<file path="config.mk">
export PLATFORM = sky130hd
export DESIGN_NAME = ram_1w2r
export DESIGN_NICKNAME = d
export VERILOG_FILES = /design/src/hw/ram_1w2r.sv
export SDC_FILE = /design/constraint.sdc
export NUM_CORES = 1
export LEC_CHECK = 0
export ABC_AREA = 0
export BUFFER_PORTS_ARGS = -buffer_cell sky130_fd_sc_hd__buf_2
export CORE_UTILIZATION = 50
export CTS_CLUSTER_SIZE = 8
export DETAILED_ROUTE_END_ITERATION = 8
export GPL_TIMING_DRIVEN = 1
export HOLD_SLACK_MARGIN = 0.02
export PLACE_DENSITY = 0.72
export SLEW_MARGIN = 20
export SYNTH_ARGS = -nofsm -noshare
export SYNTH_HDL_FRONTEND = slang
export SYNTH_SLANG_ARGS = --single-unit
export TNS_END_PERCENT = 10
</file>
<file path="constraint.sdc">
create_clock -name clk -period 11.19 [get_ports clk]
set_input_delay 1.119 -clock clk [delete_from_list [all_inputs] [get_ports clk]]
set_output_delay 1.119 -clock clk [all_outputs]
set_load 0.05 [all_outputs]
</file>
<file path="src/hw/ram_1w2r.sv">
`timescale 1ns/1ps

module ram_1w2r #(
    parameter int data_width = 128,
    parameter int depth      = 8
) (
    input  logic                          clk,
    input  logic                          we,
    input  logic [$clog2(depth)-1:0]      waddr,
    input  logic [data_width-1:0]         wdata,
    input  logic [$clog2(depth)-1:0]      raddr0,
    input  logic [$clog2(depth)-1:0]      raddr1,
    output logic [data_width-1:0]         rdata0,
    output logic [data_width-1:0]         rdata1
);

    logic [data_width-1:0] mem [depth];

    always_ff @(posedge clk) begin
        if (we) begin
            mem[waddr] <= wdata;
        end
    end

    // Both read ports registered, one cycle latency
    always_ff @(posedge clk) begin
        rdata0 <= mem[raddr0];
        rdata1 <= mem[raddr1];
    end

endmodule

</file>
; Word-level counts from Yosys, hierarchy flattened
; Memory sizes are Yosys's and may differ from the RTL's. A register that Yosys moved wholly into a read port is not among the register bits.
; Cells that the tools add are included.
[word_totals]
register_bits = 0
latchBits = 0
ramBits = 1024
rom_bits = 0
out_inout_bits = 256
elab_cells = 3
mem_count = 1
[mem_list]
columns = memory, depth, width, rd, rd_clocked_by_memory_dff, wr, line_no
row1 = mem, 8, 128, 2, 2, 1, 17  ; logic [data_width-1:0] mem [depth];
[classes]
n_addsub = 0
multipliers = 0
div = 0
magnitude_cmp = 0
eq_ne = 0
shift = 0
mux = 2
bitwise = 0
reduce_logical = 0
[op_table]
columns = op, count
row1 = $mux W1, 2

; Longest topological paths before layout
[depth]
ltp_word = 2
mapped_depth = 5

; Worst setup path before layout
; No wires, ideal clock.
[synth_timing]
path_kind = input-to-reg
startpoint = input port waddr[0]
endpoint = memory mem[0][0], enable pin
arrival_ps = 9953
required_ps = 10416
slack_ps = 463
cell_stages = 1
path_cell_list = nor3_1
[synth_lines]
columns = element, line_no
row1 = "start, declared", 9  ; input logic [$clog2(depth)-1:0] waddr,
row2 = "end, declared", 17
; Straight into the memory's write port.

==> impl.org <==
** Run status
- The run finished with clean final reports.

** Die
- For this configuration, the core starts out at a cell density of roughly 51%.
- Die H :: approximately 330 um
- Horizontal die dimension :: 327 um
- After floorplanning, the core was sized to cover roughly 0.10 mm^2.
- The die covers between 0.1 and 0.15 mm^2.
- Count of pins on the block boundary :: slightly below 400
- Site Rows :: 118

** Synth
- Multiplexer share of the synthesized area :: 29.2%
- Seq/Total Area, Yosys :: roughly 68%
- For this run, the number of Yosys warnings is 0.
- The number of nets in the synthesized netlist is around 2300.
- Of the total synthesized cell area, the portion taken by AND, OR, NAND and NOR gates is 0.111%.
- #FFs+latches synth :: 1280
- The number of different library cells used by synthesis comes to 18.
- Avg Synthesized Cell Area :: 24.0 um^2
- XOR/XNOR Fraction of Synth Area :: 0%
- Synthesis produced a netlist whose cell count is 2203.
- Synthesized cell area :: 0.0528 mm^2
- After synthesis, the largest family of logic cells by area is multiplexers.
- Adder-cell area share of the yosys netlist :: 0%
- Post-synthesis compound-gate area fraction :: 0%

** Finish
- Final cell utilization of the core :: around three fifths
- At the end of the flow, the number of nets in the layout was between 2000 and 3000.
- Share of layout cells above drive strength 1 :: about two fifths
- Most frequent cells in the layout :: sky130_fd_sc_hd__edfxtp_1, sky130_fd_sc_hd__buf_2, sky130_fd_sc_hd__mux4_1
- Relative to the synthesized area, the layout overhead comes to 15.1%.
- Leaving out fill and tap cells, the most frequent cell in the layout is sky130_fd_sc_hd__edfxtp_1.

** Drt
- Remaining DRCs :: 0
- Post-route antenna net violation count :: 0
- Router iterations before antenna repair :: 5
- Total detailed-routing wirelength :: between 100000 and 150000 um
- Count of routing violations after the opening detailed-route iteration :: approximately 2100
- Across all layers, the routed design uses ~25000 vias.
- Dividing the detail-routed wire length by the instance count gives 28.2 um.
- In the routed layout, each cell is associated on average with a via count of 6.04.

** Timing
- Relative slew slack :: between 20% and 30%
- The tightest hold path in the finished design has a slack of between 0.6 and 0.7 ns.
- Final-report hold violation count :: 0
- Static timing analysis puts the maximum clock frequency at 266 MHz.
- Adding up every negative setup slack in the final design gives 0 ns.
- The worst path needs around 3.8 ns of the cycle, external delays included.
- Worst Clk Skew :: around 0.029 ns
- Setup violations remaining at the end of the flow were counted as 0.
- Number of max-slew violations in the final report :: 0
- Setup repair after global routing missed its margin :: no
- Part of the cycle the worst path needs :: 33.6%
- At the pin with the least slew margin, the transition time is 1.08 ns.
- After layout, the worst setup slack is about 7.4 ns.

** Worst setup path
- Counting stages on the worst path, the most repeated cell is sky130_fd_sc_hd__buf_4.
- The endpoint identified for the worst register-to-register timing path is rdata0[127].
- CP Data Required Time :: 11.84 ns
- For the worst flop-to-flop path, the logic depth is 2.
- Traced cell by cell, the critical path runs through buf_8 -> buf_4 -> buf_4 -> mux4_1 -> mux2_2.
- Max stage delay on crit path :: around 0.78 ns
- In this run the number of cells on the critical path is 5.
- The number of buffers and inverters on the critical path is 3.
- Start point of the critical path :: raddr1[0]
- Top cell family by delay on the critical path :: buffers and inverters
- Data on the critical path arrives at its endpoint at 4.41 ns.
- Standard cell with the maximum stage delay on the critical path :: sky130_fd_sc_hd__buf_4
- In this run the worst path has a maximum fanout of between 80 and 90.
- In this run the critical register-to-register path is launched from mem[5][127].
- Worst reg-to-reg setup slack :: ~9.8 ns
- Type of element launching the critical path :: primary input
- The critical path is of the in2reg type.
- STA classifies the critical path endpoint as a register.

** Global route
- Antenna violations before repair :: 26
- After global routing the overflow that remains totals 0.
- Global routing consumed, over all layers together, 22.3% of the routing resources.
- Maximum number of pins on one net before global-route repair :: 111
- The via count of the first global-routing pass came to 27331.
- The first global-routing pass estimated about 170000 um of wire.

** CTS
- Clock buffer count from CTS :: between 150 and 200
- Buffers inserted by post-CTS timing repair :: 0
- Max Root-Sink Buffers :: 3
- For this design, the sink count on the clock tree is 1280.
- The tree is rooted in a sky130_fd_sc_hd__clkbuf_16.
- Post-cts repair resize count :: 0
- Htree depth :: 4
- Buffers inserted to repair hold after CTS numbered 0.
- TritonCTS built the clock tree.
- Clock-pin slew was measured on the worst setup and hold paths at roughly 0.05 ns.
- The clock reaches the later pin of the worst-skew pair after 0.77 ns.

** Hold path
- Path category of the worst min-delay check :: in2reg
- The path with the worst hold slack has its endpoint at mem[5][77].
- Hold Startpoint :: wdata[77]
- Counting instances, the worst hold path has a depth of 1.

** Placement
- Final Wtd Congestion :: ~0.74
- Prior to clock tree synthesis, the placed netlist has a worst setup slack of about 6.6 ns.
- Once detailed placement completed, the half-perimeter wirelength came to ~65000 um.
- Port bufs :: about 400

** Power and ir drop
- Dividing total power by cell area gives a power density of about 190 mW/mm^2.
- The completed layout was analyzed and its total power is ~12000 uW.
- Summed over all cells, the static leakage comes to ~0.021 uW.
- Maximum vdd drop :: roughly 0.13 mV

** Job
- Maxcap violations :: 0
## final cells by class
| class | count | area [um^2] |
|---|---|---|
| Fill cell | 7358 | 43300 |
| Sequential cell | 1280 | 35900 |
| Multi-Input combinational cell | 781 | 15500 |
| Clock buffer | 303 | 4990 |
| Timing Repair Buffer | 435 | 2360 |
| Tap cell | 1380 | 1730 |
| Clock inverter | 11 | 236 |
| Antenna cell | 13 | 32.5 |
## flip-flops by register name (all words and copies together), names as in the netlist
register  cells
mem        1024
rdata0      128
rdata1      128
## per-layer routing
layer	vias up	GRT usage (%)	routed length [um]	part of all wire (%)
met2	904	38.8	62300	53
met1	13538	27.4	44900	38
met5	-	0	152	0.13
met3	201	5.58	8590	7.3
met4	28	6.72	2380	2.0
li1	10718	-	-	-
## kinds of logic (layout without fill, tap and decap cells)
family	count (synthesis)	in the layout
flip-flops	1280	1280
other	0	13
buffers and inverters	142	749
AND/OR/NAND/NOR	13	13
multiplexers	768	768
## metrics by stage
step,area [um^2],instances
floorplan,52800,2203
global placement,55500,3876
detailed placement,55500,3876
CTS,60700,4190
global route,60700,4197
finish,60800,4203
## report_power, final
group	leakage (uW)	switching (uW)	internal, uW
combinational	0.00717	706	397
sequential	0.0115	98.2	5380
clock	0.00247	1940	3010
total	0.0211	2750	8790
## Yosys cell counts (all sizes together)
master  instances  share of area, %
buf            93               1.8
clkbuf         49              0.88
edfxtp       1024                58
nor2            6             0.043
nor3            2             0.019
dfxtp         256               9.7
mux4          512                24
nand2b          3             0.036
nand2           2             0.014
mux2          256               5.5
## worst max path at each step
stage / endpoint / slack (ns)
3_3_place_gp: rdata1[80] / 6.67
5_1_grt: rdata1[102] / 7.26
6_report: rdata1[81] / 7.43
2_1_floorplan: mem[0][0] / 0.46
3_5_place_dp: rdata1[81] / 6.61
4_1_cts: rdata1[67] / 7.42
(Power assumes the default switching activity.)
