[src/hw/wbuf_pkg.sv]
package wbuf_pkg;

    // Matrix shape
    localparam int elem_width = 16;
    localparam int num_rows   = 8;
    localparam int num_cols   = 8;

    // Block shape, height fixed by the two read ports
    localparam int block_size = 2;
    localparam int chunk_size = block_size * block_size;

    // Derived widths
    localparam int row_width   = num_cols * elem_width;
    localparam int block_width = chunk_size * elem_width;

    // Block grid
    localparam int block_rows = num_rows / block_size;
    localparam int col_groups = num_cols / block_size;

    // Index widths
    localparam int row_addr_width = $clog2(num_rows);
    localparam int brow_width     = $clog2(block_rows);
    localparam int bcol_width     = $clog2(col_groups);

endpackage

[src/hw/block_emitter.sv]
`timescale 1ns/1ps

module block_emitter (
    input  logic                             clk,
    input  logic                             rst_n,
    input  logic                             blk_valid,
    input  logic [wbuf_pkg::block_width-1:0] blk_data,
    input  logic [wbuf_pkg::brow_width-1:0]  blk_row,
    input  logic [wbuf_pkg::bcol_width-1:0]  blk_col,
    output logic                             block_valid,
    output logic [wbuf_pkg::block_width-1:0] block_data,
    output logic [wbuf_pkg::brow_width-1:0]  block_row,
    output logic [wbuf_pkg::bcol_width-1:0]  block_col,
    output logic                             slice_done,
    output logic                             slice_last,
    output logic                             buffer_done
);

    import wbuf_pkg::*;

    localparam logic [brow_width-1:0] last_brow = brow_width'(block_rows - 1);
    localparam logic [bcol_width-1:0] last_bcol = bcol_width'(col_groups - 1);

    logic row_end;
    logic col_end;

    assign row_end = blk_valid && (blk_row == last_brow);
    assign col_end = (blk_col == last_bcol);

    always_ff @(posedge clk) begin
        if (!rst_n) begin
            block_valid <= 1'b0;
            slice_done  <= 1'b0;
            slice_last  <= 1'b0;
        end else begin
            block_valid <= blk_valid;
            // Markers drop whenever no block is present
            slice_done  <= row_end;
            slice_last  <= row_end && col_end;
        end
    end

    always_ff @(posedge clk) begin
        block_data <= blk_data;
        block_row  <= blk_row;
        block_col  <= blk_col;
    end

    // Last slice closes the buffer
    assign buffer_done = slice_last;

endmodule

[config.mk]
export PLATFORM = sky130hd
export DESIGN_NAME = block_emitter
export DESIGN_NICKNAME = d
export VERILOG_FILES = /design/src/hw/wbuf_pkg.sv /design/src/hw/block_emitter.sv
export SDC_FILE = /design/constraint.sdc
export NUM_CORES = 1
export LEC_CHECK = 0
export ABC_CLOCK_PERIOD_IN_PS = 800
export BUFFER_PORTS_ARGS = -buffer_cell sky130_fd_sc_hd__buf_2
export CAP_MARGIN = 20
export CORE_ASPECT_RATIO = 0.6
export CORE_MARGIN = 5
export CORE_UTILIZATION = 30
export CTS_BUF_LIST = sky130_fd_sc_hd__clkbuf_8
export CTS_CLUSTER_SIZE = 24
export DETAILED_ROUTE_END_ITERATION = 12
export GPL_TIMING_DRIVEN = 0
export PLACE_DENSITY = 0.7
export SETUP_SLACK_MARGIN = 0.05
export SKIP_LAST_GASP = 1
export SLEW_MARGIN = 20
export SYNTH_ARGS = -nofsm -noshare
export SYNTH_HDL_FRONTEND = slang
export SYNTH_SLANG_ARGS = --single-unit
[constraint.sdc]
create_clock -name clk -period 0.8 [get_ports clk]
set_input_delay 0 -clock clk [delete_from_list [all_inputs] [get_ports clk]]
set_output_delay 0 -clock clk [all_outputs]
set_load 0.01 [all_outputs]
; ---- Word-level counts from Yosys, hierarchy flattened
; Index checks and enable logic that the tools add are counted.
[word_totals]
register_bits = 71
in_bits = 71
out_inout_bits = 72
word_cells = 10
[classes]
eq_ne = 2
reduce_logical = 2
[op_table]
columns = op, n
row1 = $eq A2 B2 Y1 const B, 2
row2 = $logic_and A1 B1 Y1, 2

; ---- Longest topological paths before layout
; Gate-level depths: netlist of the first run.
[logic_depth]
depth_word = 3
depth_mapped = 2
ltp_nobuf = 2

; ---- Least setup slack after synthesis of the first run
; OpenSTA, ideal clock, no wires.
[synth_path]
path_kind = register to output
startpoint = reg slice_last (netlist: buffer_done)
endpoint = out slice_last
t_arrival_ns = 0.485
required_ns = 0.800
setup_slack_ns = 0.315
path_stages_with_launch = 2
path_cell_list = dfxtp_1 buf_4
[synth_lines]
columns = item, line
row1 = "start, declared", block_emitter.sv:15  ; output logic slice_last,
row2 = "start signal, assigned", block_emitter.sv:39  ; slice_last <= row_end && col_end;
; No word-level cell between the ends.

; ---- Worst setup path in the final report of the first run
[layout_path]
startpoint = reg slice_last (netlist: buffer_done)
endpoint = out slice_last
; No word-level cell between the ends.

==> summary.md, run 1 <==
| Metric | Value |
|---|---|
| Synth area leader | dfxtp_1 |
| Cell count after synthesis | 75 |
| Syn Std Cell Area | 1450 µm² |
| Max Transition Viols Final | 0 |
| FMAX | around 1100 MHz |
| Total CTS buffers | 9 |
| Detailed placement HPWL | 3.07 mm |
| CP arrival | 0.87 ns |
| Full die area | 6380 µm² |
| Hold Crit Class | primary input to register |
| Distinct cells, synth | 5 |
| Crit Path Class | register to output pin |
| WL met1 | 2.09 mm |
| TritonCTS clock tree | done |
| Worst Path Max Fanout | 2 |
| Synth Area in Simple Gates | 1.72% |
| Die W | roughly 100 µm |
| Vias in the first global route | between 1500 and 2000 |
| # fillers | 308 |
| Share of post-route cells with drive strength above 1 | a little over three fifths |
| Worst slew margin | 93.0% |
| Flops & latches, synth | 71 |
| TritonRoute pass-1 iters | 3 |
| Post-synthesis compound-gate area fraction | 0% |
| Final nets | 366 |
| Period minus WS final | 0.870 ns |
| Largest net degree at the start of global routing | 12 |
| Worst-margin pin slew | 0.106 ns |
| Via count | between 1000 and 1500 |
| Iter 0 DRT Violations | 31 |
| First-pass GRT wire length | 7.77 mm |
| Core area | 4640 µm² |
| Synth top area share | 97.8% |
| Met2 routed wirelength | about 2.7 mm |
| CTS Buffer Depth | 2 |
| Area of the multi-input gates | 25.0 µm² |
| Net Count, Synth | 146 |
| Lkg Pwr | about 1.6 nW |
| Hold Path Origin | blk_row[0] |
| Top post-synthesis cells by area | dfxtp_1 98%, and4_4 0.77%, and2_2 0.52% |
| PnR worst setup slack | -0.0703 ns |
| Status | complete, but fails checks |
| DRC | 0 |
| Initial antenna violation count | 0 |
| H-tree levels | 3 |
| Clock root buffer | clkbuf_8 |
| Min Hold Slack | 0.261 ns |
| I/O pin count | 143 |
| Synth Area in XOR/XNOR | 0% |
| Initial core utilization | 31.4% |
| Setup crit start | buffer_done |
| Critical path required time | 0.80 ns |
| Layout area overhead | 132% |
| Register area | 1460 µm² |
| Post-DR wirelength/cell | 15.7 µm |
| Rows | 19 |
| Vias per cell | 3.89 |
| Met3 wire len | a little under 800 µm |
| Pwr Total | 7.65 mW |
| Final ANT Viol Nets | 0 |
| Yosys warnings | 0 |
| Postcts setup bufs | 0 |
| Violations in the final reports | setup timing |
| GP Congestion | 0.712 |
| Post-synthesis mux area share | 0% |
| ANT cells | 0 |
| Setup crit start kind | register |
| Max-cap violation count | 0 |
| Power per cell area | 2270 nW/µm² |
| CP endpoint kind | output pin |
| Adder-Cell Fraction of Synth Area | 0% |
| PortBufs | 142 |
| Clock-pin slew on the worst setup and hold paths | 0.07 ns |
| Worst vdd ir | approximately 1.5 mV |
| Final Cycle Share | 109% |
| Largest family of logic cells by synthesized area | simple AND/OR/NAND/NOR gates |
| RSZ-0062 raised after global routing | true |
| Die Y | 63.9 µm |
| TritonCTS Sinks | 71 |
| DR top layer | met4 |
| Tot GR Track Use | 16.4% |
| Syn Area/Cell | 19.4 µm² |
| Register area share after synthesis | a little over nine tenths |
| GRT Residual Overflow | 0 |
| Final-report setup violation count | 2 |
| Final wirelength | 5.70 mm |
| Hold Fails Final Rpt | 0 |
[critical path, stage by stage, from the launching register on]
cell     delay, ns
dfxtp_2       0.33
buf_6         0.11
buf_6         0.11
[metal layers]
| layer | track usage [%] | vias to the layer above |
|---|---|---|
| met4 | 7.84 | 0 |
| li1 | - | 670 |
| met2 | 27.7 | 105 |
| met1 | 15.2 | 626 |
| met3 | 11.2 | 8 |
| met5 | 0 | - |
[final timing paths]
kind,to,slack (ns),cells after the start
worst max-delay path,slice_last,-0.07,2
worst min-delay path,block_row[0],0.26,1
[logic make-up after synthesis]
| family | Yosys count |
|---|---|
| buf+inv | 1 |
| flops | 71 |
| simple gates | 3 |
[metrics by stage]
step	utilization, %	worst slack, ns	std cells	TNS, ns	cell area [µm²]
final	72.8	-0.0703	362	-0.0709	3380
after global routing	72.8	-0.121	362	-0.682	3380
after CTS	68.8	-0.0916	365	-0.117	3190
after detailed placement	48.4	0.240	280	0	2240
after global placement	48.4	0.245	280	0	2240
after floorplan	-	0.315	75	0	1450
[repair_timing]
item | 4_1_cts | 5_1_grt
pin swaps | 0 | 0
setup endpoints to repair | 72 | 73
endpoints found under the hold margin | 71 | 0
hold buffers | 70 | 0
resized for setup | 9 | 55
[cell usage in the layout, fill, tap and decap left out]
master / netlist / layout
dfxtp_1: 71 / 40
buf_6: 0 / 32
dlygate4sd3_1: 0 / 70
and3_1: 1 / 1
buf_2: 0 / 108
dfxtp_2: 0 / 31
clkinv_2: 0 / 2
inv_1: 0 / 1
and2_2: 1 / 1
and4_4: 1 / 1
clkbuf_8: 0 / 10
bufinv_16: 0 / 2
[where the power goes]
part           switching [mW]  total [mW]  internal, mW  leakage, nW
Combinational           0.287       0.839         0.551        0.929
Sequential             0.0653        3.80          3.74        0.599
Clock                    1.21        3.01          1.80        0.113
[cells in the mapped netlist]
cell     number
and2_2        1
and4_4        1
dfxtp_1      71
and3_1        1
buf_4         1
[flip-flops by register name, indices dropped and copies added, names as in the netlist]
signal	count
block_col	2
block_data	64
block_row	2
block_valid	1
buffer_done	1
slice_done	1
[final cells by class]
| cell class | count | share of cell area (%) |
|---|---|---|
| repair buffers | 209 | 47.1 |
| flip-flops and latches | 71 | 43.2 |
| clock buffers | 10 | 4.08 |
| well taps | 63 | 2.33 |
| clock inverters | 5 | 2.19 |
| multi-input cells | 3 | 0.741 |
| plain buffers | 1 | 0.333 |
Power figures use the tool's default switching activity.
==> run 2: changes to the inputs <==
--- a/config.mk
+++ b/config.mk
@@ -5,6 +5,7 @@
 export SDC_FILE = /design/constraint.sdc
 export NUM_CORES = 1
 export LEC_CHECK = 0
+export ABC_AREA = 1
 export ABC_CLOCK_PERIOD_IN_PS = 800
 export BUFFER_PORTS_ARGS = -buffer_cell sky130_fd_sc_hd__buf_2
 export CAP_MARGIN = 20
==> run 2 against run 1 <==
  * Largest power group unchanged
  * Largest cell class unchanged
  * Maximum frequency shrank 1.6%
  * Critical path type unchanged
  * Sequential cell count is the same
  * Synthesized cell count grew 6.7%
  * Die area grew 0.60%
  * Worst hold slack gained 0.026 ns
  * Core utilization grew 2.9 points
  * The flow still finishes with violations (setup timing)
==> summary.md, run 2 <==
| Metric | Value |
|---|---|
| Post-synth top flop | dfxtp_1 |
| WL met1 | 2.12 mm (+1.2%) |
| Syn Std Cell Area | 1460 µm² (+0.69%) |
| Placed insts | 285 (+1.8%) |
| PortBufs | 142 (unchanged) |
| Worst vdd ir | 1.67 mV (+12%) |
| H-tree levels | 3 (unchanged) |
| Setup crit start kind | register |
| Final nets | 374 (+2.2%) |
| Worst Path Max Fanout | 2 (unchanged) |
| Detailed placement HPWL | 3.12 mm (+1.3%) |
| Net Count, Synth | 151 (+3.4%) |
| Initial core utilization | 31.6% (+0.22 points) |
| Share of post-route cells with drive strength above 1 | 66.6% (+4.0 points) |
| Tot GR Track Use | 17.6% (+1.2 points) |
| TritonCTS clock tree | done |
| Power per cell area | 2230 nW/µm² (-1.6%) |
| Top Registers | block_data (64), block_col (2), block_row (2) |
| I/O pin count | 143 (unchanged) |
| Worst path slowest cell | dfxtp_2 |
| Vias in the first global route | 1609 (-0.062%) |
| Max-cap violation count | 0 (unchanged) |
| Worst slew margin | 92.6% (-0.34 points) |
| Largest net degree at the start of global routing | 13 (+1) |
| Critical path cell sequence | buf_6 > buf_6 |
| Core area | 4640 µm² (unchanged) |
| Status | complete, but fails checks |
| Vias per cell | 3.84 (-1.2%) |
| Worst path bufs/invs | 2 (unchanged) |
| Most frequent cells in the layout | 98 x buf_2, 70 x dlygate4sd3_1, 45 x buf_6, 44 x dfxtp_2, 27 x dfxtp_1 |
| Violations in the final reports | setup timing |
| Die W | 100 µm (+0.31%) |
| Met3 wire len | 840 µm (+8.5%) |
| Register area share after synthesis | 97.1% (-0.67 points) |
| TritonRoute pass-1 iters | 4 (+1) |
| Pre-CTS WS | 0.270 ns (+0.0301 ns) |
| Initial antenna violation count | 0 (unchanged) |
| Met2 routed wirelength | 2.94 mm (+7.4%) |
| Crit path depth | 2 (unchanged) |
| TritonCTS Sinks | 71 (unchanged) |
| Max incr delay on CP | 0.33 ns (about the same) |
| Final Cycle Share | 111% (+1.8 points) |
| CP arrival | 0.88 ns (about the same) |
| Die Y | 64.1 µm (+0.29%) |
| # fillers | 291 (-5.5%) |
| ANT cells | 0 (unchanged) |
| Hold Fails Final Rpt | 0 (unchanged) |
| Synth top cells by count | 71 x dfxtp_1, 3 x nand2_1, 2 x inv_1 |
| Via count | 1426 (+1.2%) |
| Non-Filler Instances | 371 (+2.5%) |
| DR top layer | met4 |
| CTS Buffer Depth | 2 (unchanged) |
| Rows | 19 (unchanged) |
| Clock root buffer | clkbuf_8 |
| FMAX | 1130 MHz (-1.6%) |
| PnR worst setup slack | -0.0845 ns (-0.0142 ns) |
| Distinct cells, synth | 7 (+2) |
| Period minus WS final | 0.884 ns (+0.0142 ns) |
| Yosys warnings | 0 (unchanged) |
| Synth top area share | 97.1% (-0.67 points) |
| Commonest non-fill, non-tap cell in the layout | buf_2 |
| Worst-margin pin slew | 0.111 ns (+0.00517 ns) |
| Final wirelength | 5.96 mm (+4.6%) |
| RSZ-0062 raised after global routing | true |
| Full die area | 6420 µm² (+0.60%) |
| CP endpoint kind | output pin |
| Hold Crit Class | primary input to register |
| WHS Path Cells | 2 (+1) |
| Syn Area/Cell | 18.3 µm² (-5.6%) |
| GP Congestion | 0.684 (-3.9%) |
| Pwr Total | 7.82 mW (+2.3%) |
| Largest Register | block_data |
| Synth area leader | dfxtp_1 |
| Cell count after synthesis | 80 (+6.7%) |
| Final-report setup violation count | 3 (+1) |
| Clock-pin slew on the worst setup and hold paths | 0.07 ns (about the same) |
| Iter 0 DRT Violations | 28 (-9.7%) |
| Lkg Pwr | 1.70 nW (+3.5%) |
| Flops & latches, synth | 71 (unchanged) |
| Postcts setup bufs | 0 (unchanged) |
| Max reg flops | 64 (unchanged) |
| CP dominant cell by count | buf_6 |
| FFs w/ async S/R, synth | 0% (unchanged) |
| Crit Path Class | register to output pin |
| Layout area overhead | 140% |
| Final ANT Viol Nets | 0 (unchanged) |
| Total CTS buffers | 9 (unchanged) |
| Top post-synthesis cells by area | dfxtp_1 97%, nand2_1 0.77%, buf_4 0.51% |
| Critical path required time | 0.80 ns (about the same) |
| DRC | 0 (unchanged) |
| Post-synth EDFFs | 0 (unchanged) |
| Most frequent cell after synthesis | dfxtp_1 |
| CP delay by family, top | flip-flops |
| GRT Residual Overflow | 0 (unchanged) |
| Post-DR wirelength/cell | 16.1 µm (+2.1%) |
| Max Transition Viols Final | 0 (unchanged) |
| First-pass GRT wire length | 8.33 mm (+7.2%) |
## run 2: path summary, 6_finish.rpt
check / startpoint / end / slack (ns)
max: buffer_done / slice_last / -0.08
min: blk_data[16] / block_data[16] / 0.29
## run 2: what timing repair did
action | in CTS | in global routing
hold buffers | 70 | 0
setup endpoints to repair | 72 | 72
endpoints found under the hold margin | 71 | 0
pin swaps | 0 | 0
resized for setup | 11 | 79
## run 2: per-layer routing
| layer | global-route usage (%) | up-vias |
|---|---|---|
| met1 | 16.8 | 632 |
| met3 | 13.3 | 9 |
| met2 | 30.2 | 98 |
| met4 | 4.54 | 0 |
| li1 | - | 687 |
| met5 | 0 | - |
## run 2: area by class of cell
cell class / instances / area (µm²) / area share [%]
buffer: 1 / 11.3 / 0.321
tap: 63 / 78.8 / 2.25
clock buffer: 10 / 138 / 3.92
sequential: 71 / 1480 / 42.1
timing repair buffer: 212 / 1690 / 48.0
multi-input combinational: 5 / 23.8 / 0.677
inverter: 3 / 11.3 / 0.321
clock inverter: 6 / 85.1 / 2.42
## run 2: cells by family (layout without fill, tap and decap cells)
family,Yosys count,in the layout,share of synthesized area [%]
flops,71,71,97.1
simple gates,5,5,1.62
buf+inv,4,232,1.28
## run 2: stage by stage
step | area (µm²) | TNS (ns) | hold slack [ns] | utilization (%)
finish | 3510 | -0.102 | 0.287 | 75.7
detailed placement | 2250 | 0 | 0.104 | 48.6
floorplan | 1460 | 0 | 0.0277 | -
global route | 3510 | -1.11 | 0.266 | 75.7
global placement | 2250 | 0 | 0.102 | 48.6
CTS | 3220 | -0.281 | 0.258 | 69.4
## run 2: report_power, final
part	internal, mW	total (mW)	switching, mW
Combinational	0.593	0.890	0.297
Sequential	3.74	3.82	0.0726
Clock	1.83	3.12	1.29
Total	6.16	7.82	1.66
