`src/hw/wbuf_pkg.sv`:
```
package wbuf_pkg;

    // Matrix shape
    localparam int elem_width = 16;
    localparam int num_rows   = 8;
    localparam int num_cols   = 8;

    // Block shape, height fixed by the two read ports
    localparam int block_size = 2;
    localparam int chunk_size = block_size * block_size;

    // Derived widths
    localparam int row_width   = num_cols * elem_width;
    localparam int block_width = chunk_size * elem_width;

    // Block grid
    localparam int block_rows = num_rows / block_size;
    localparam int col_groups = num_cols / block_size;

    // Index widths
    localparam int row_addr_width = $clog2(num_rows);
    localparam int brow_width     = $clog2(block_rows);
    localparam int bcol_width     = $clog2(col_groups);

endpackage

```
`src/hw/row_loader.sv`:
```
`timescale 1ns/1ps

module row_loader (
    input  logic                               clk,
    input  logic                               rst_n,
    input  logic                               start,
    input  logic                               in_valid,
    input  logic [wbuf_pkg::row_width-1:0]     in_data,
    input  logic                               scan_done,
    output logic                               we,
    output logic [wbuf_pkg::row_addr_width-1:0] waddr,
    output logic [wbuf_pkg::row_width-1:0]     wdata,
    output logic                               full,
    output logic                               busy
);

    import wbuf_pkg::*;

    localparam logic [row_addr_width-1:0] last_row = row_addr_width'(num_rows - 1);

    typedef enum logic [1:0] {
        st_idle,
        st_fill,
        st_drain
    } state_t;

    state_t                    state;
    logic [row_addr_width-1:0] row_cnt;

    always_ff @(posedge clk) begin
        if (!rst_n) begin
            state   <= st_idle;
            row_cnt <= '0;
            we      <= 1'b0;
            full    <= 1'b0;
        end else begin
            we   <= 1'b0;
            // One cycle after the last row lands in memory
            full <= we && (waddr == last_row);
            case (state)
                st_idle: begin
                    if (start) begin
                        state   <= st_fill;
                        row_cnt <= '0;
                    end
                end
                st_fill: begin
                    if (in_valid) begin
                        we      <= 1'b1;
                        row_cnt <= row_cnt + 1'b1;
                        if (row_cnt == last_row) begin
                            state <= st_drain;
                        end
                    end
                end
                st_drain: begin
                    // Wait for the converter to finish the scan
                    if (scan_done) begin
                        state <= st_idle;
                    end
                end
                default: state <= st_idle;
            endcase
        end
    end

    always_ff @(posedge clk) begin
        if (state == st_fill && in_valid) begin
            waddr <= row_cnt;
            wdata <= in_data;
        end
    end

    assign busy = (state != st_idle);

endmodule

```
`config.mk`:
```
export PLATFORM = sky130hd
export DESIGN_NAME = row_loader
export DESIGN_NICKNAME = d
export VERILOG_FILES = /design/src/hw/wbuf_pkg.sv /design/src/hw/row_loader.sv
export SDC_FILE = /design/constraint.sdc
export NUM_CORES = 1
export LEC_CHECK = 0
export ABC_AREA = 1
export BUFFER_PORTS_ARGS = -buffer_cell sky130_fd_sc_hd__buf_2
export CORE_ASPECT_RATIO = 0.6
export CORE_UTILIZATION = 25
export CTS_CLUSTER_SIZE = 16
export DETAILED_ROUTE_END_ITERATION = 8
export GPL_TIMING_DRIVEN = 0
export PLACE_DENSITY = 0.56
export SYNTH_ARGS = -nofsm -noshare
export SYNTH_HDL_FRONTEND = slang
export SYNTH_SLANG_ARGS = --single-unit
export TNS_END_PERCENT = 10
```
`constraint.sdc`:
```
create_clock -name clk -period 3 [get_ports clk]
set_input_delay 0.6 -clock clk [delete_from_list [all_inputs] [get_ports clk]]
set_output_delay 0.6 -clock clk [all_outputs]
set_load 0.05 [all_outputs]
```
---- Yosys cells after proc, flatten, opt, wreduce, memory -nomap -nowiden ----
Cells that the tools add are included.
word-level totals
  register bits ........................... 138
  logic and storage cells ................. 32
  input port bits ......................... 133
  output and inout port bits .............. 134
cells by class
  multiplexer cells ....................... 9
  equality and inequality tests ........... 8
  $add $sub $neg .......................... 1
  reduce and logical (&&, ||, !) cells .... 8
operator list
  kind                                                                    count
  2-bit two-way mux                                                       4
  2-bit != test (second input constant)                                   4
  3-bit equality test (second input constant)                             2
  3-bit two-way mux                                                       2
  2-bit one-hot mux with 3 select lines                                   1
  3-bit one-hot mux with 2 select lines                                   1
  4-bit AND reduction                                                     1
  2-bit nonzero test                                                      2
  3-bit by 1-bit adder with 3-bit output (second input constant)          1
  3-bit AND reduction                                                     1
  2-bit by 1-bit equality test with 1-bit output (second input constant)  1
  2-bit equality test (second input constant)                             1
  1-bit logical AND                                                       2
  2-bit logical NOT                                                       1
  2-bit AND reduction                                                     1
  1-bit two-way mux                                                       1

---- Logic depth before layout (Yosys ltp) ----
Gate-level depths: netlist of run 1.
  depth in word-level cells ............... 4
  depth in mapped cells ................... 8
  gate-level depth less buffers ........... 8

---- Worst setup path after synthesis of run 1 ----
OpenSTA, ideal clock, no wires.
  path type ............................... input to register
  start point ............................. input port in_valid
  end point ............................... register row_cnt[1]
  setup time .............................. 0.058 ns
  data arrival time ....................... 2.459 ns
  path slack .............................. 0.483 ns
  stages .................................. 6
  data required time ...................... 2.942 ns
  path buffers ............................ 0
  path through ............................ nand2_1 -> inv_2 -> nand2_1 -> inv_2 -> nand2_1 -> nand2_1
on the way
  word-level cells in the longest chain between the ends .. 2
ends and longest elaborated chain
  item                           RTL line          source
  start, declared                row_loader.sv:7   input logic in_valid,
  2-bit != test (no line)        -
  3-bit AND reduction (no line)  -
  end signal, assigned           row_loader.sv:50  row_cnt <= row_cnt + 1'b1;
  end, declared                  row_loader.sv:28  logic [row_addr_width-1:0] row_cnt;
No other way between the ends.
A chain may end at the register's enable or synchronous reset.

---- Worst setup path in the final report of run 1 ----
  start point ............................. register state[1]
  end point ............................... output port busy
on the way
  word-level cells in the longest chain between the ends .. 1
ends and longest elaborated chain
  item                    RTL line          source
  start, declared         row_loader.sv:27  state_t state;
  start signal, assigned  row_loader.sv:32  state <= st_idle;
  start signal, assigned  row_loader.sv:43  state <= st_fill;
  start signal, assigned  row_loader.sv:52  state <= st_drain;
  2-bit nonzero test      row_loader.sv:74  assign busy = (state != st_idle);
  end, declared           row_loader.sv:14  output logic busy
No other way between the ends.

==> results of run 1 <==
-- worst paths after layout --
path,cells past startpoint,slack (ps),end
worst max register to register,5,1130,wdata[122]
worst min register to register,2,470,full
worst max-delay path,3,1130,busy
worst min-delay path,1,360,wdata[103]
-- Yosys cell counts, types with 2 or more instances --
| master | number |
|---|---|
| sky130_fd_sc_hd__edfxtp_1 | 131 |
| sky130_fd_sc_hd__nand2_1 | 11 |
| sky130_fd_sc_hd__inv_1 | 9 |
| sky130_fd_sc_hd__dfxtp_1 | 7 |
| sky130_fd_sc_hd__nand3_1 | 5 |
| sky130_fd_sc_hd__nor2_1 | 3 |
| sky130_fd_sc_hd__a21oi_1 | 2 |
| sky130_fd_sc_hd__ha_1 | 2 |
| sky130_fd_sc_hd__inv_2 | 2 |
-- kinds of logic (layout without fill, tap and decap cells) --
logic type,Yosys count,after routing
compound gates,4,4
fa+ha+maj,2,2
buf+inv,11,310
flops,138,138
simple gates,23,23
-- layout by cell type (no fill, tap or decap), types with 2 or more instances in the layout --
| master | count |
|---|---|
| sky130_fd_sc_hd__clkinvlp_4 | 3 |
| sky130_fd_sc_hd__clkbuf_16 | 17 |
| sky130_fd_sc_hd__nand3_1 | 5 |
| sky130_fd_sc_hd__clkbuf_1 | 2 |
| sky130_fd_sc_hd__nor2_1 | 3 |
| sky130_fd_sc_hd__nand2_1 | 11 |
| sky130_fd_sc_hd__buf_2 | 266 |
| sky130_fd_sc_hd__dfxtp_1 | 7 |
| sky130_fd_sc_hd__edfxtp_1 | 131 |
| sky130_fd_sc_hd__a21oi_1 | 2 |
| sky130_fd_sc_hd__bufinv_16 | 4 |
| sky130_fd_sc_hd__ha_1 | 2 |
| sky130_fd_sc_hd__inv_1 | 9 |
| sky130_fd_sc_hd__inv_6 | 5 |
-- critical path, stage by stage (launching register included) --
cell	delay (ps)
sky130_fd_sc_hd__dfxtp_1	340
sky130_fd_sc_hd__nor2_1	250
sky130_fd_sc_hd__inv_1	60
sky130_fd_sc_hd__buf_2	210
-- power by group --
| group | switching, mW | internal, mW | leakage [nW] |
|---|---|---|---|
| clock | 0.797 | 1.40 | 0.293 |
| combinational | 1.25 | 0.273 | 1.19 |
| sequential | 0.0716 | 2.48 | 1.26 |
| total | 2.12 | 4.16 | 2.75 |
-- flip-flops by register name (all words and copies together) (netlist names) --
register and count:
waddr 3, state 2, full 1, row_cnt 3
we 1, wdata 128
-- area by class of cell --
cell class	instances	area share, %
tap	228	4.37
timing repair buffer	267	20.8
sequential	138	62.3
clock buffer	19	6.62
multi-input combinational	29	2.26
clock inverter	13	2.91
inverter	11	0.708
-- routing by layer --
metal	global-route usage [%]	wire [µm]	part of all wire [%]
met1	11.4	3760	38
met2	16.9	4780	48
met3	6.79	1370	14
met4	5.41	101	1.0
met5	0	10	0.10
-- through the flow --
stage | TNS, ps | std cells | area (µm²) | util (%) | hold WS (ps)
2_1_floorplan | 0 | 178 | 4260 | - | 435
3_3_place_gp | -12820 | 672 | 5880 | 35.8 | 455
3_5_place_dp | 0 | 673 | 5910 | 36.0 | 466
4_1_cts | 0 | 705 | 6540 | 39.7 | 336
5_1_grt | 0 | 705 | 6540 | 39.7 | 335
6_report | 0 | 705 | 6540 | 39.7 | 359
==> impl_results.md, run 1 <==
* Count of unresolved DRC violations after routing at 0
* Final-layout fill cell count at 1530
* Clk slew on worst S/H paths at 70 ps
* H-tree lvl count at 4
* Clock period minus worst slack at 1870 ps
* Total vias in the final route at 2722
* Share of the synthesized area in the top cell type at 92.3%
* Die height at 103 µm
* Post-Syn Area at 4260 µm²
* Ys Warns at 0
* Total of max-cap violations at 0
* Final count of negative-setup-slack endpoints at 0
* Number of hold buffers added after cts at 0
* Adder-Cell Fraction of Synth Area at 0.587%
* Setup repair after global routing missed its margin: no
* Synthesis-stage register bit count at 138
* Full die area at 17600 µm²
* Core box area at 16400 µm²
* Insertion delay to the later sink of the worst-skew pair at 410 ps
* Number of synthesized flops with an enable pin at 131
* Final Hold Vio Count at 0
* Count of TritonRoute iterations in the first routing pass at 4
* Root Driver: sky130_fd_sc_hd__clkbuf_16
* Leakage power total at 2.75 nW
* Share of the yosys chip area belonging to registers at 95.6%
* Width of the die at 171 µm
* Beginning of the worst hold path: in_data[103]
* Peak supply drop at 368 µV
* I/O pins at 267
* Count of cell types in the netlist at 15
* CP required at 2400 ps
* Fin crit share at 62.4%
* Critical path fanouts, max at 4
* Number of diodes added for antenna fixing at 0
* Worst slew pin tran at 463 ps
* Postcts setup bufs at 0
* Vias in the first global route at 2711
* Sort of element at the end of the critical path: primary output
* Detailed-placement wirelength estimate at 7370 µm
* Via-to-Cell Ratio at 3.86
* Last weighted congestion value of the routability-driven placer at 0.736
* XOR/XNOR Fraction of Synth Area at 0%
* Number of nets in the finished design at 599
* Synthesized net count at 313
* Startpoint of the worst setup timing path: state[1]
* Power density over the cells at 961 nW/µm²
* Proportion of synthesized flip-flops having asynchronous set or reset at 0%
* Starting DRC count in detailed routing at 112
* Final critical-path setup slack at 1130 ps
* Status: complete, no violations
* Aggregate global routing overflow at 0
* Detailed-route wire length at 10000 µm
* Area grow syn2layout at 53.3%
* Top area cells in the synthesized netlist: sky130_fd_sc_hd__edfxtp_1, sky130_fd_sc_hd__dfxtp_1, sky130_fd_sc_hd__nand2_1, sky130_fd_sc_hd__inv_1, sky130_fd_sc_hd__ha_1
* Effective utilization at floorplan at 25.9%
* Library cell occupying the most area in the post-synthesis netlist: sky130_fd_sc_hd__edfxtp_1
* Share of synthesized area spent on multiplexers at 0%
* Combined area of the multi-input logic cells at 148 µm²
* Ratio of cells with drive above 1 in the final layout at 62.7%
* Total power of the final layout at 6.28 mW
* Synth Flop Type: sky130_fd_sc_hd__edfxtp_1
* Global-route wire length before repair at 13700 µm
* Largest family of logic cells by synthesized area: simple AND/OR/NAND/NOR gates
* Area taken by flip-flops and latches at 4070 µm²
* Launch instance of the worst register-to-register path: state[0]
* CTS buffer count at 17
* Routed wire per std cell at 14.2 µm
* Number of antenna violations at the first check in global routing at 1
* Mean instance size in the synthesized netlist at 23.9 µm²
* Largest net degree at the start of global routing at 85
* Count of pins over their slew limit at 0
* Pre-CTS setup slack at 996 ps
* TritonCTS clock tree: done
* Crit path kind: flip-flop to primary output
* CP arrival at 1270 ps
* Global Route Usage Sum at 10.8%
* Tightest slew margin relative to the limit at 69.1%
* Synth Instances at 178
* Clk_skew at 11.1 ps
* Number of clock sinks seen by CTS at 138
* Antenna Nets Post-Route at 0
* Synthesized-area fraction occupied by ao, oa, aoi and oai cells at 0.470%
* Highest clock frequency the design can meet at 534 MHz
* Simple-Gate Fraction of Synth Area at 2.41%
* Crit start category: flip-flop
* Type of the tightest min-delay check: primary input to flip-flop
* Count of cells resized by post-cts repair at 0
* Buffer depth of the longest clock path at 2
* Port Buffer Count at 266
* Site Rows at 36
Power figures use the tool's default switching activity.
==> run 2: changes to the inputs <==
Settings changed: ABC_AREA 1 to 0.
Clock period 3 ns to 1.9 ns, I/O delays scaled along.
==> impl_results.md, run 2 <==
* Synth Flop Type: sky130_fd_sc_hd__edfxtp_1
* Worst hold slack after final layout at 141 ps (-218 ps)
* Mean instance size in the synthesized netlist at 26.2 µm² (+9.2%)
* Root Driver: sky130_fd_sc_hd__clkbuf_16
* Core box area at 16400 µm² (-0.27%)
* Antenna Nets Post-Route at 0 (unchanged)
* Synthesis-stage register bit count at 138 (unchanged)
* Biggest register: wdata
* Largest registers in the final layout: wdata x128, row_cnt x3, waddr x3
* Synthesized net count at 297 (-5.1%)
* Ys Warns at 0 (unchanged)
* Aggregate global routing overflow at 0 (unchanged)
* Largest delay share family, worst path: flip-flops
* Highest clock frequency the design can meet at 592 MHz
* Startpoint of the worst setup timing path: state[1]
* Pre-CTS setup slack at 81.3 ps (-915 ps)
* Width of the die at 170 µm (-0.29%)
* Max incr delay on CP at 380 ps (+40 ps)
* Power density over the cells at 1180 nW/µm² (+23%)
* Count of cell types in the netlist at 17 (+2)
* H-tree lvl count at 4 (unchanged)
* Most common cell after layout, fill and taps aside: sky130_fd_sc_hd__buf_2
* Setup repair after global routing missed its margin: no
* Routed wire per std cell at 14.9 µm (+4.9%)
* Share of the synthesized area in the top cell type at 92.8% (+0.54 points)
* Number of clock sinks seen by CTS at 138 (unchanged)
* Final Hold Vio Count at 0 (unchanged)
* Global-route wire length before repair at 14200 µm (+3.8%)
* Commonest cells after routing, fill and taps aside: sky130_fd_sc_hd__buf_2, sky130_fd_sc_hd__edfxtp_1, sky130_fd_sc_hd__clkbuf_16
* Site Rows at 36 (unchanged)
* Beginning of the worst hold path: in_data[72]
* Final critical-path setup slack at 211 ps (-917 ps)
* Number of nets in the finished design at 586 (-2.2%)
* Inst Count DP at 660 (-1.9%)
* Buffer depth of the longest clock path at 2 (unchanged)
* Placed standard-cell area at 5960 µm² (+0.78%)
* Tightest slew margin relative to the limit at 67.0% (-2.1 points)
* Global Route Usage Sum at 11.4% (+0.69 points)
* Library cell occupying the most area in the post-synthesis netlist: sky130_fd_sc_hd__edfxtp_1
* Number of stages on the worst setup path at 2 (-1)
* CP required at 1520 ps (-880 ps)
* Postcts setup bufs at 0 (unchanged)
* Final-layout fill cell count at 1558 (+1.8%)
* Starting DRC count in detailed routing at 88 (-21%)
* Critical path fanouts, max at 8 (+4)
* Sort of element at the end of the critical path: primary output
* Clock period minus worst slack at 1690 ps
* Insertion delay to the later sink of the worst-skew pair at 410 ps (about the same)
* Cell with the most instances after synthesis: sky130_fd_sc_hd__edfxtp_1
* Post-route core utilization at 40.3% (+0.54 points)
* Last weighted congestion value of the routability-driven placer at 0.686 (-6.9%)
* Fin crit share at 88.9%
* Vias in the first global route at 2690 (-0.77%)
* Post-route non-filler standard cell count at 692 (-1.8%)
* Clk slew on worst S/H paths at 60 ps (about the same)
* Share of the yosys chip area belonging to registers at 96.1% (+0.56 points)
* CTS buffer count at 17 (unchanged)
* Area grow syn2layout at 55.9%
* Detailed-route wire length at 10300 µm (+3.0%)
* Crit path kind: flip-flop to primary output
* Die height at 103 µm (-0.29%)
* Total vias in the final route at 2706 (-0.59%)
* Port Buffer Count at 266 (unchanged)
* Launch instance of the worst register-to-register path: state[0]
* Crit start category: flip-flop
* Critical-path cell list: or2_2 -> buf_2
* Setup slack of the worst register-to-register path at 260 ps (-870 ps)
* Effective utilization at floorplan at 25.8% (-0.081 points)
* Count of cells resized by post-cts repair at 0 (unchanged)
* Bufs and invs on worst path at 1 (-1)
* Clk_skew at 12.8 ps (+1.69 ps)
* Largest net degree at the start of global routing at 40 (-53%)
* Proportion of synthesized flip-flops having asynchronous set or reset at 0% (unchanged)
* Total of max-cap violations at 0 (unchanged)
* Cell area after layout at 6610 µm² (+1.1%)
* Number of diodes added for antenna fixing at 0 (unchanged)
* Cell with the largest stage delay on the worst path: sky130_fd_sc_hd__dfxtp_1
* Most used standard cells in the synthesized netlist: sky130_fd_sc_hd__edfxtp_1, sky130_fd_sc_hd__dfxtp_1, sky130_fd_sc_hd__nor2_1, sky130_fd_sc_hd__nor3b_1
* Type of the tightest min-delay check: primary input to flip-flop
* Number of synthesized flops with an enable pin at 131 (unchanged)
* Destination of the worst register-to-register timing path: wdata[102]
* Peak supply drop at 446 µV (+21%)
* I/O pins at 267 (unchanged)
* CP arrival at 1310 ps (+40 ps)
* Count of pins over their slew limit at 0 (unchanged)
* Final count of negative-setup-slack endpoints at 0 (unchanged)
* Status: complete, no violations
* Via-to-Cell Ratio at 3.91 (+1.3%)
* Worst slew pin tran at 494 ps (+30.9 ps)
* Detailed-placement wirelength estimate at 7780 µm (+5.6%)
* Cell depth of the worst flop-to-flop path at 4 (-1)
* Leakage power total at 2.74 nW (-0.13%)
* Count of unresolved DRC violations after routing at 0 (unchanged)
* Ratio of cells with drive above 1 in the final layout at 65.5% (+2.8 points)
* Synth Instances at 162 (-9.0%)
* Post-Syn Area at 4240 µm² (-0.59%)
* Destination of the critical timing path: busy
* Number of antenna violations at the first check in global routing at 3 (+2)
* Number of hold buffers added after cts at 0 (unchanged)
* Count of TritonRoute iterations in the first routing pass at 4 (unchanged)
* TritonCTS clock tree: done
* Top area cells in the synthesized netlist: sky130_fd_sc_hd__edfxtp_1, sky130_fd_sc_hd__dfxtp_1, sky130_fd_sc_hd__ha_1, sky130_fd_sc_hd__nor3b_1, sky130_fd_sc_hd__a32o_1
* Max reg flops at 128 (unchanged)
* Full die area at 17500 µm² (-0.58%)
-- run 2: logic make-up after synthesis --
group	synth area share [%]
AOI/OAI and AO/OA	1.45
adders and majority gates	0.590
DFF	96.1
and+or+nand+nor	1.83
-- run 2: area by class of cell --
type / instances / area, µm² / area share (%)
Timing Repair Buffer: 270 / 1420 / 21.5
Tap cell: 228 / 285 / 4.32
Multi-Input combinational cell: 24 / 176 / 2.67
Clock inverter: 13 / 215 / 3.26
Sequential cell: 138 / 4080 / 61.7
Clock buffer: 19 / 433 / 6.55
-- run 2: power by group --
part / internal, mW / leakage (nW) / switching [mW] / total (mW)
clock network: 2.35 / 0.313 / 1.26 / 3.61
logic: 0.186 / 1.16 / 0.499 / 0.685
registers: 3.46 / 1.27 / 0.0306 / 3.49
-- run 2: worst min path at each step --
stage	end	slack, ps	depth (start not counted)
final	wdata[72]	140	1
after global routing	wdata[3]	110	1
after CTS	wdata[72]	110	1
after detailed placement	full	450	2
after global placement	full	440	2
after floorplan	waddr[1]	430	0
-- run 2: per-stage QoR --
step / total power, mW / setup TNS (ps)
floorplan: 3.98 / -117390
global placement: 4.22 / -221610
detailed placement: 4.25 / 0
CTS: 7.91 / 0
global route: 8.04 / 0
finish: 7.78 / 0
-- run 2: metal layers --
layer	up-vias	wire length, µm	track usage (%)
li1	1234	-	-
met1	1272	3760	11.9
met2	172	4950	18.1
met3	22	1380	6.87
met4	6	182	6.58
met5	-	41	0
==> run 3: changes to the inputs <==
Settings changed: PLACE_DENSITY 0.56 to 0.6, TNS_END_PERCENT 10 to unset.
==> impl_results.md, run 3 (synthesis gave the netlist of run 2 again) <==
* Ratio of cells with drive above 1 in the final layout at 65.5% (about the same)
* Crit path kind: flip-flop to flip-flop
* Clk_skew at 6.20 ps (-6.56 ps)
* Crit start category: flip-flop
* Total of max-cap violations at 0 (unchanged)
* Number of diodes added for antenna fixing at 0 (unchanged)
* Number of hold buffers added after cts at 0 (unchanged)
* Vias in the first global route at 2576 (-4.2%)
* CTS buffer count at 17 (unchanged)
* Status: complete, no violations
* Total vias in the final route at 2665 (-1.5%)
* Count of TritonRoute iterations in the first routing pass at 4 (unchanged)
* Biggest register: wdata
* I/O pins at 267 (unchanged)
* Width of the die at 170 µm (unchanged)
* Effective utilization at floorplan at 25.8% (unchanged)
* Part of the total power dissipated in sequential elements at 46.3% (+1.4 points)
* Starting DRC count in detailed routing at 88 (unchanged)
* Count of unresolved DRC violations after routing at 0 (unchanged)
* Clock period minus worst slack at 1710 ps (+17.5 ps)
* Number of clock sinks seen by CTS at 138 (unchanged)
* Root Driver: sky130_fd_sc_hd__clkbuf_16
* Total power of the final layout at 7.55 mW (-3.0%)
* Detailed-route wire length at 9700 µm (-5.9%)
* Core box area at 16400 µm² (unchanged)
* Peak supply drop at 412 µV (-7.6%)
* H-tree lvl count at 4 (unchanged)
* Fin crit share at 89.8% (+0.92 points)
* Largest net degree at the start of global routing at 40 (unchanged)
* Site Rows at 36 (unchanged)
* Detailed-placement wirelength estimate at 7260 µm (-6.7%)
* Tightest slew margin relative to the limit at 49.9% (-17 points)
* Count of cells resized by post-cts repair at 0 (unchanged)
* Setup repair after global routing missed its margin: no
* Largest registers in the final layout: wdata x128, row_cnt x3, waddr x3
* Commonest cells after routing, fill and taps aside: sky130_fd_sc_hd__buf_2, sky130_fd_sc_hd__edfxtp_1, sky130_fd_sc_hd__clkbuf_16
* Final Hold Vio Count at 0 (unchanged)
* Count of pins over their slew limit at 0 (unchanged)
* Global Route Usage Sum at 10.6% (-0.81 points)
* Cell area after layout at 6540 µm² (-1.1%)
* Clk slew on worst S/H paths at 60 ps (about the same)
* Via-to-Cell Ratio at 3.87 (-1.1%)
* Port Buffer Count at 266 (unchanged)
* Most common cell after layout, fill and taps aside: sky130_fd_sc_hd__buf_2
* Aggregate global routing overflow at 0 (unchanged)
* Logic gate share of total power at 9.0% (+0.2 points)
* Number of nets in the finished design at 585 (-0.17%)
* Placed standard-cell area at 5930 µm² (-0.46%)
* Worst slew pin tran at 750 ps (+256 ps)
* Internal power of the cells at 5.82 mW (-2.9%)
* Die height at 103 µm (unchanged)
* Area grow syn2layout at 54.2%
* Sort of element at the end of the critical path: flip-flop
* Postcts setup bufs at 0 (unchanged)
* Fraction of power consumed by the clock network at 44.7% (-1.6 points)
* Highest clock frequency the design can meet at 586 MHz (-1.0%)
* CP arrival at 1800 ps (+490 ps)
* Switching share of total power at 22.9% (-0.12 points)
* Number of antenna violations at the first check in global routing at 1 (-2)
* Switching power of the nets at 1.72 mW (-3.5%)
* Global-route wire length before repair at 13200 µm (-7.0%)
* Critical path fanouts, max at 39 (+31)
* Antenna Nets Post-Route at 0 (unchanged)
* Last weighted congestion value of the routability-driven placer at 0.714 (+4.1%)
* Buffer depth of the longest clock path at 2 (unchanged)
* CP required at 1990 ps (+470 ps)
* Insertion delay to the later sink of the worst-skew pair at 410 ps (about the same)
* Leakage power total at 2.71 nW (-1.2%)
* Final count of negative-setup-slack endpoints at 0 (unchanged)
* Full die area at 17500 µm² (unchanged)
* Max reg flops at 128 (unchanged)
* Power density over the cells at 1150 nW/µm² (-2.0%)
* TritonCTS clock tree: done
* Routed wire per std cell at 14.1 µm (-5.5%)
* Type of the tightest min-delay check: primary input to flip-flop
[run 3: cell types whose count changed in the layout (fill, tap and decap cells not counted), sizes merged]
cell / previous run / this run
clkbuf: 19 / 18
bufinv: 5 / 4
clkinv: 4 / 6
inv: 3 / 0
clkinvlp: 1 / 2
buf: 270 / 269
[run 3: worst paths after layout]
kind / from / endpoint / slack, ps / cells after the start
worst min-delay path: in_data[124] / wdata[124] / 150 / 1
worst min register to register: we / full / 450 / 2
worst max-delay path: state[0] / wdata[119] / 190 / 3
worst max register to register: state[0] / wdata[119] / 190 / 3
[run 3: power by group through the flow]
stage | sequential, mW | clock, mW | combinational [mW]
6_report | 3.49 | 3.37 | 0.682
5_1_grt | 3.50 | 3.60 | 0.716
4_1_cts | 3.49 | 3.48 | 0.689
3_5_place_dp | 3.55 | 0 | 0.690
3_3_place_gp | 3.56 | 0 | 0.661
2_1_floorplan | 3.92 | 0 | 0.0577
[run 3: layout make-up]
cell class | instances | area [µm²]
clock buffers | 18 | 429
clock inverters | 12 | 176
fillers | 1552 | 9860
multi-input cells | 24 | 176
flip-flops and latches | 138 | 4080
well taps | 228 | 285
repair buffers | 269 | 1390
[run 3: routing by layer]
layer,vias up,routed length (µm),global-route usage [%]
met2,159,4520,15.8
met4,2,113,5.61
met5,-,10,0
met3,14,1140,5.72
met1,1261,3910,12.5
li1,1229,-,-
[run 3: critical path, stage by stage (launching register included)]
cell and delay [ps]:
sky130_fd_sc_hd__dfxtp_4 380, sky130_fd_sc_hd__nand2_4 70, sky130_fd_sc_hd__nor2_4 600, sky130_fd_sc_hd__buf_12 310
[run 3: metrics by stage]
stage / hold slack [ps] / utilization [%] / setup TNS, ps / worst slack, ps / std cells
floorplan: 435 / - / -117390 / -896 / 162
global route: 114 / 39.9 / 0 / 102 / 689
detailed placement: 442 / 36.2 / 0 / 21.4 / 659
CTS: 120 / 39.9 / 0 / 174 / 689
finish: 147 / 39.9 / 0 / 193 / 689
global placement: 446 / 35.8 / -215250 / -1650 / 656
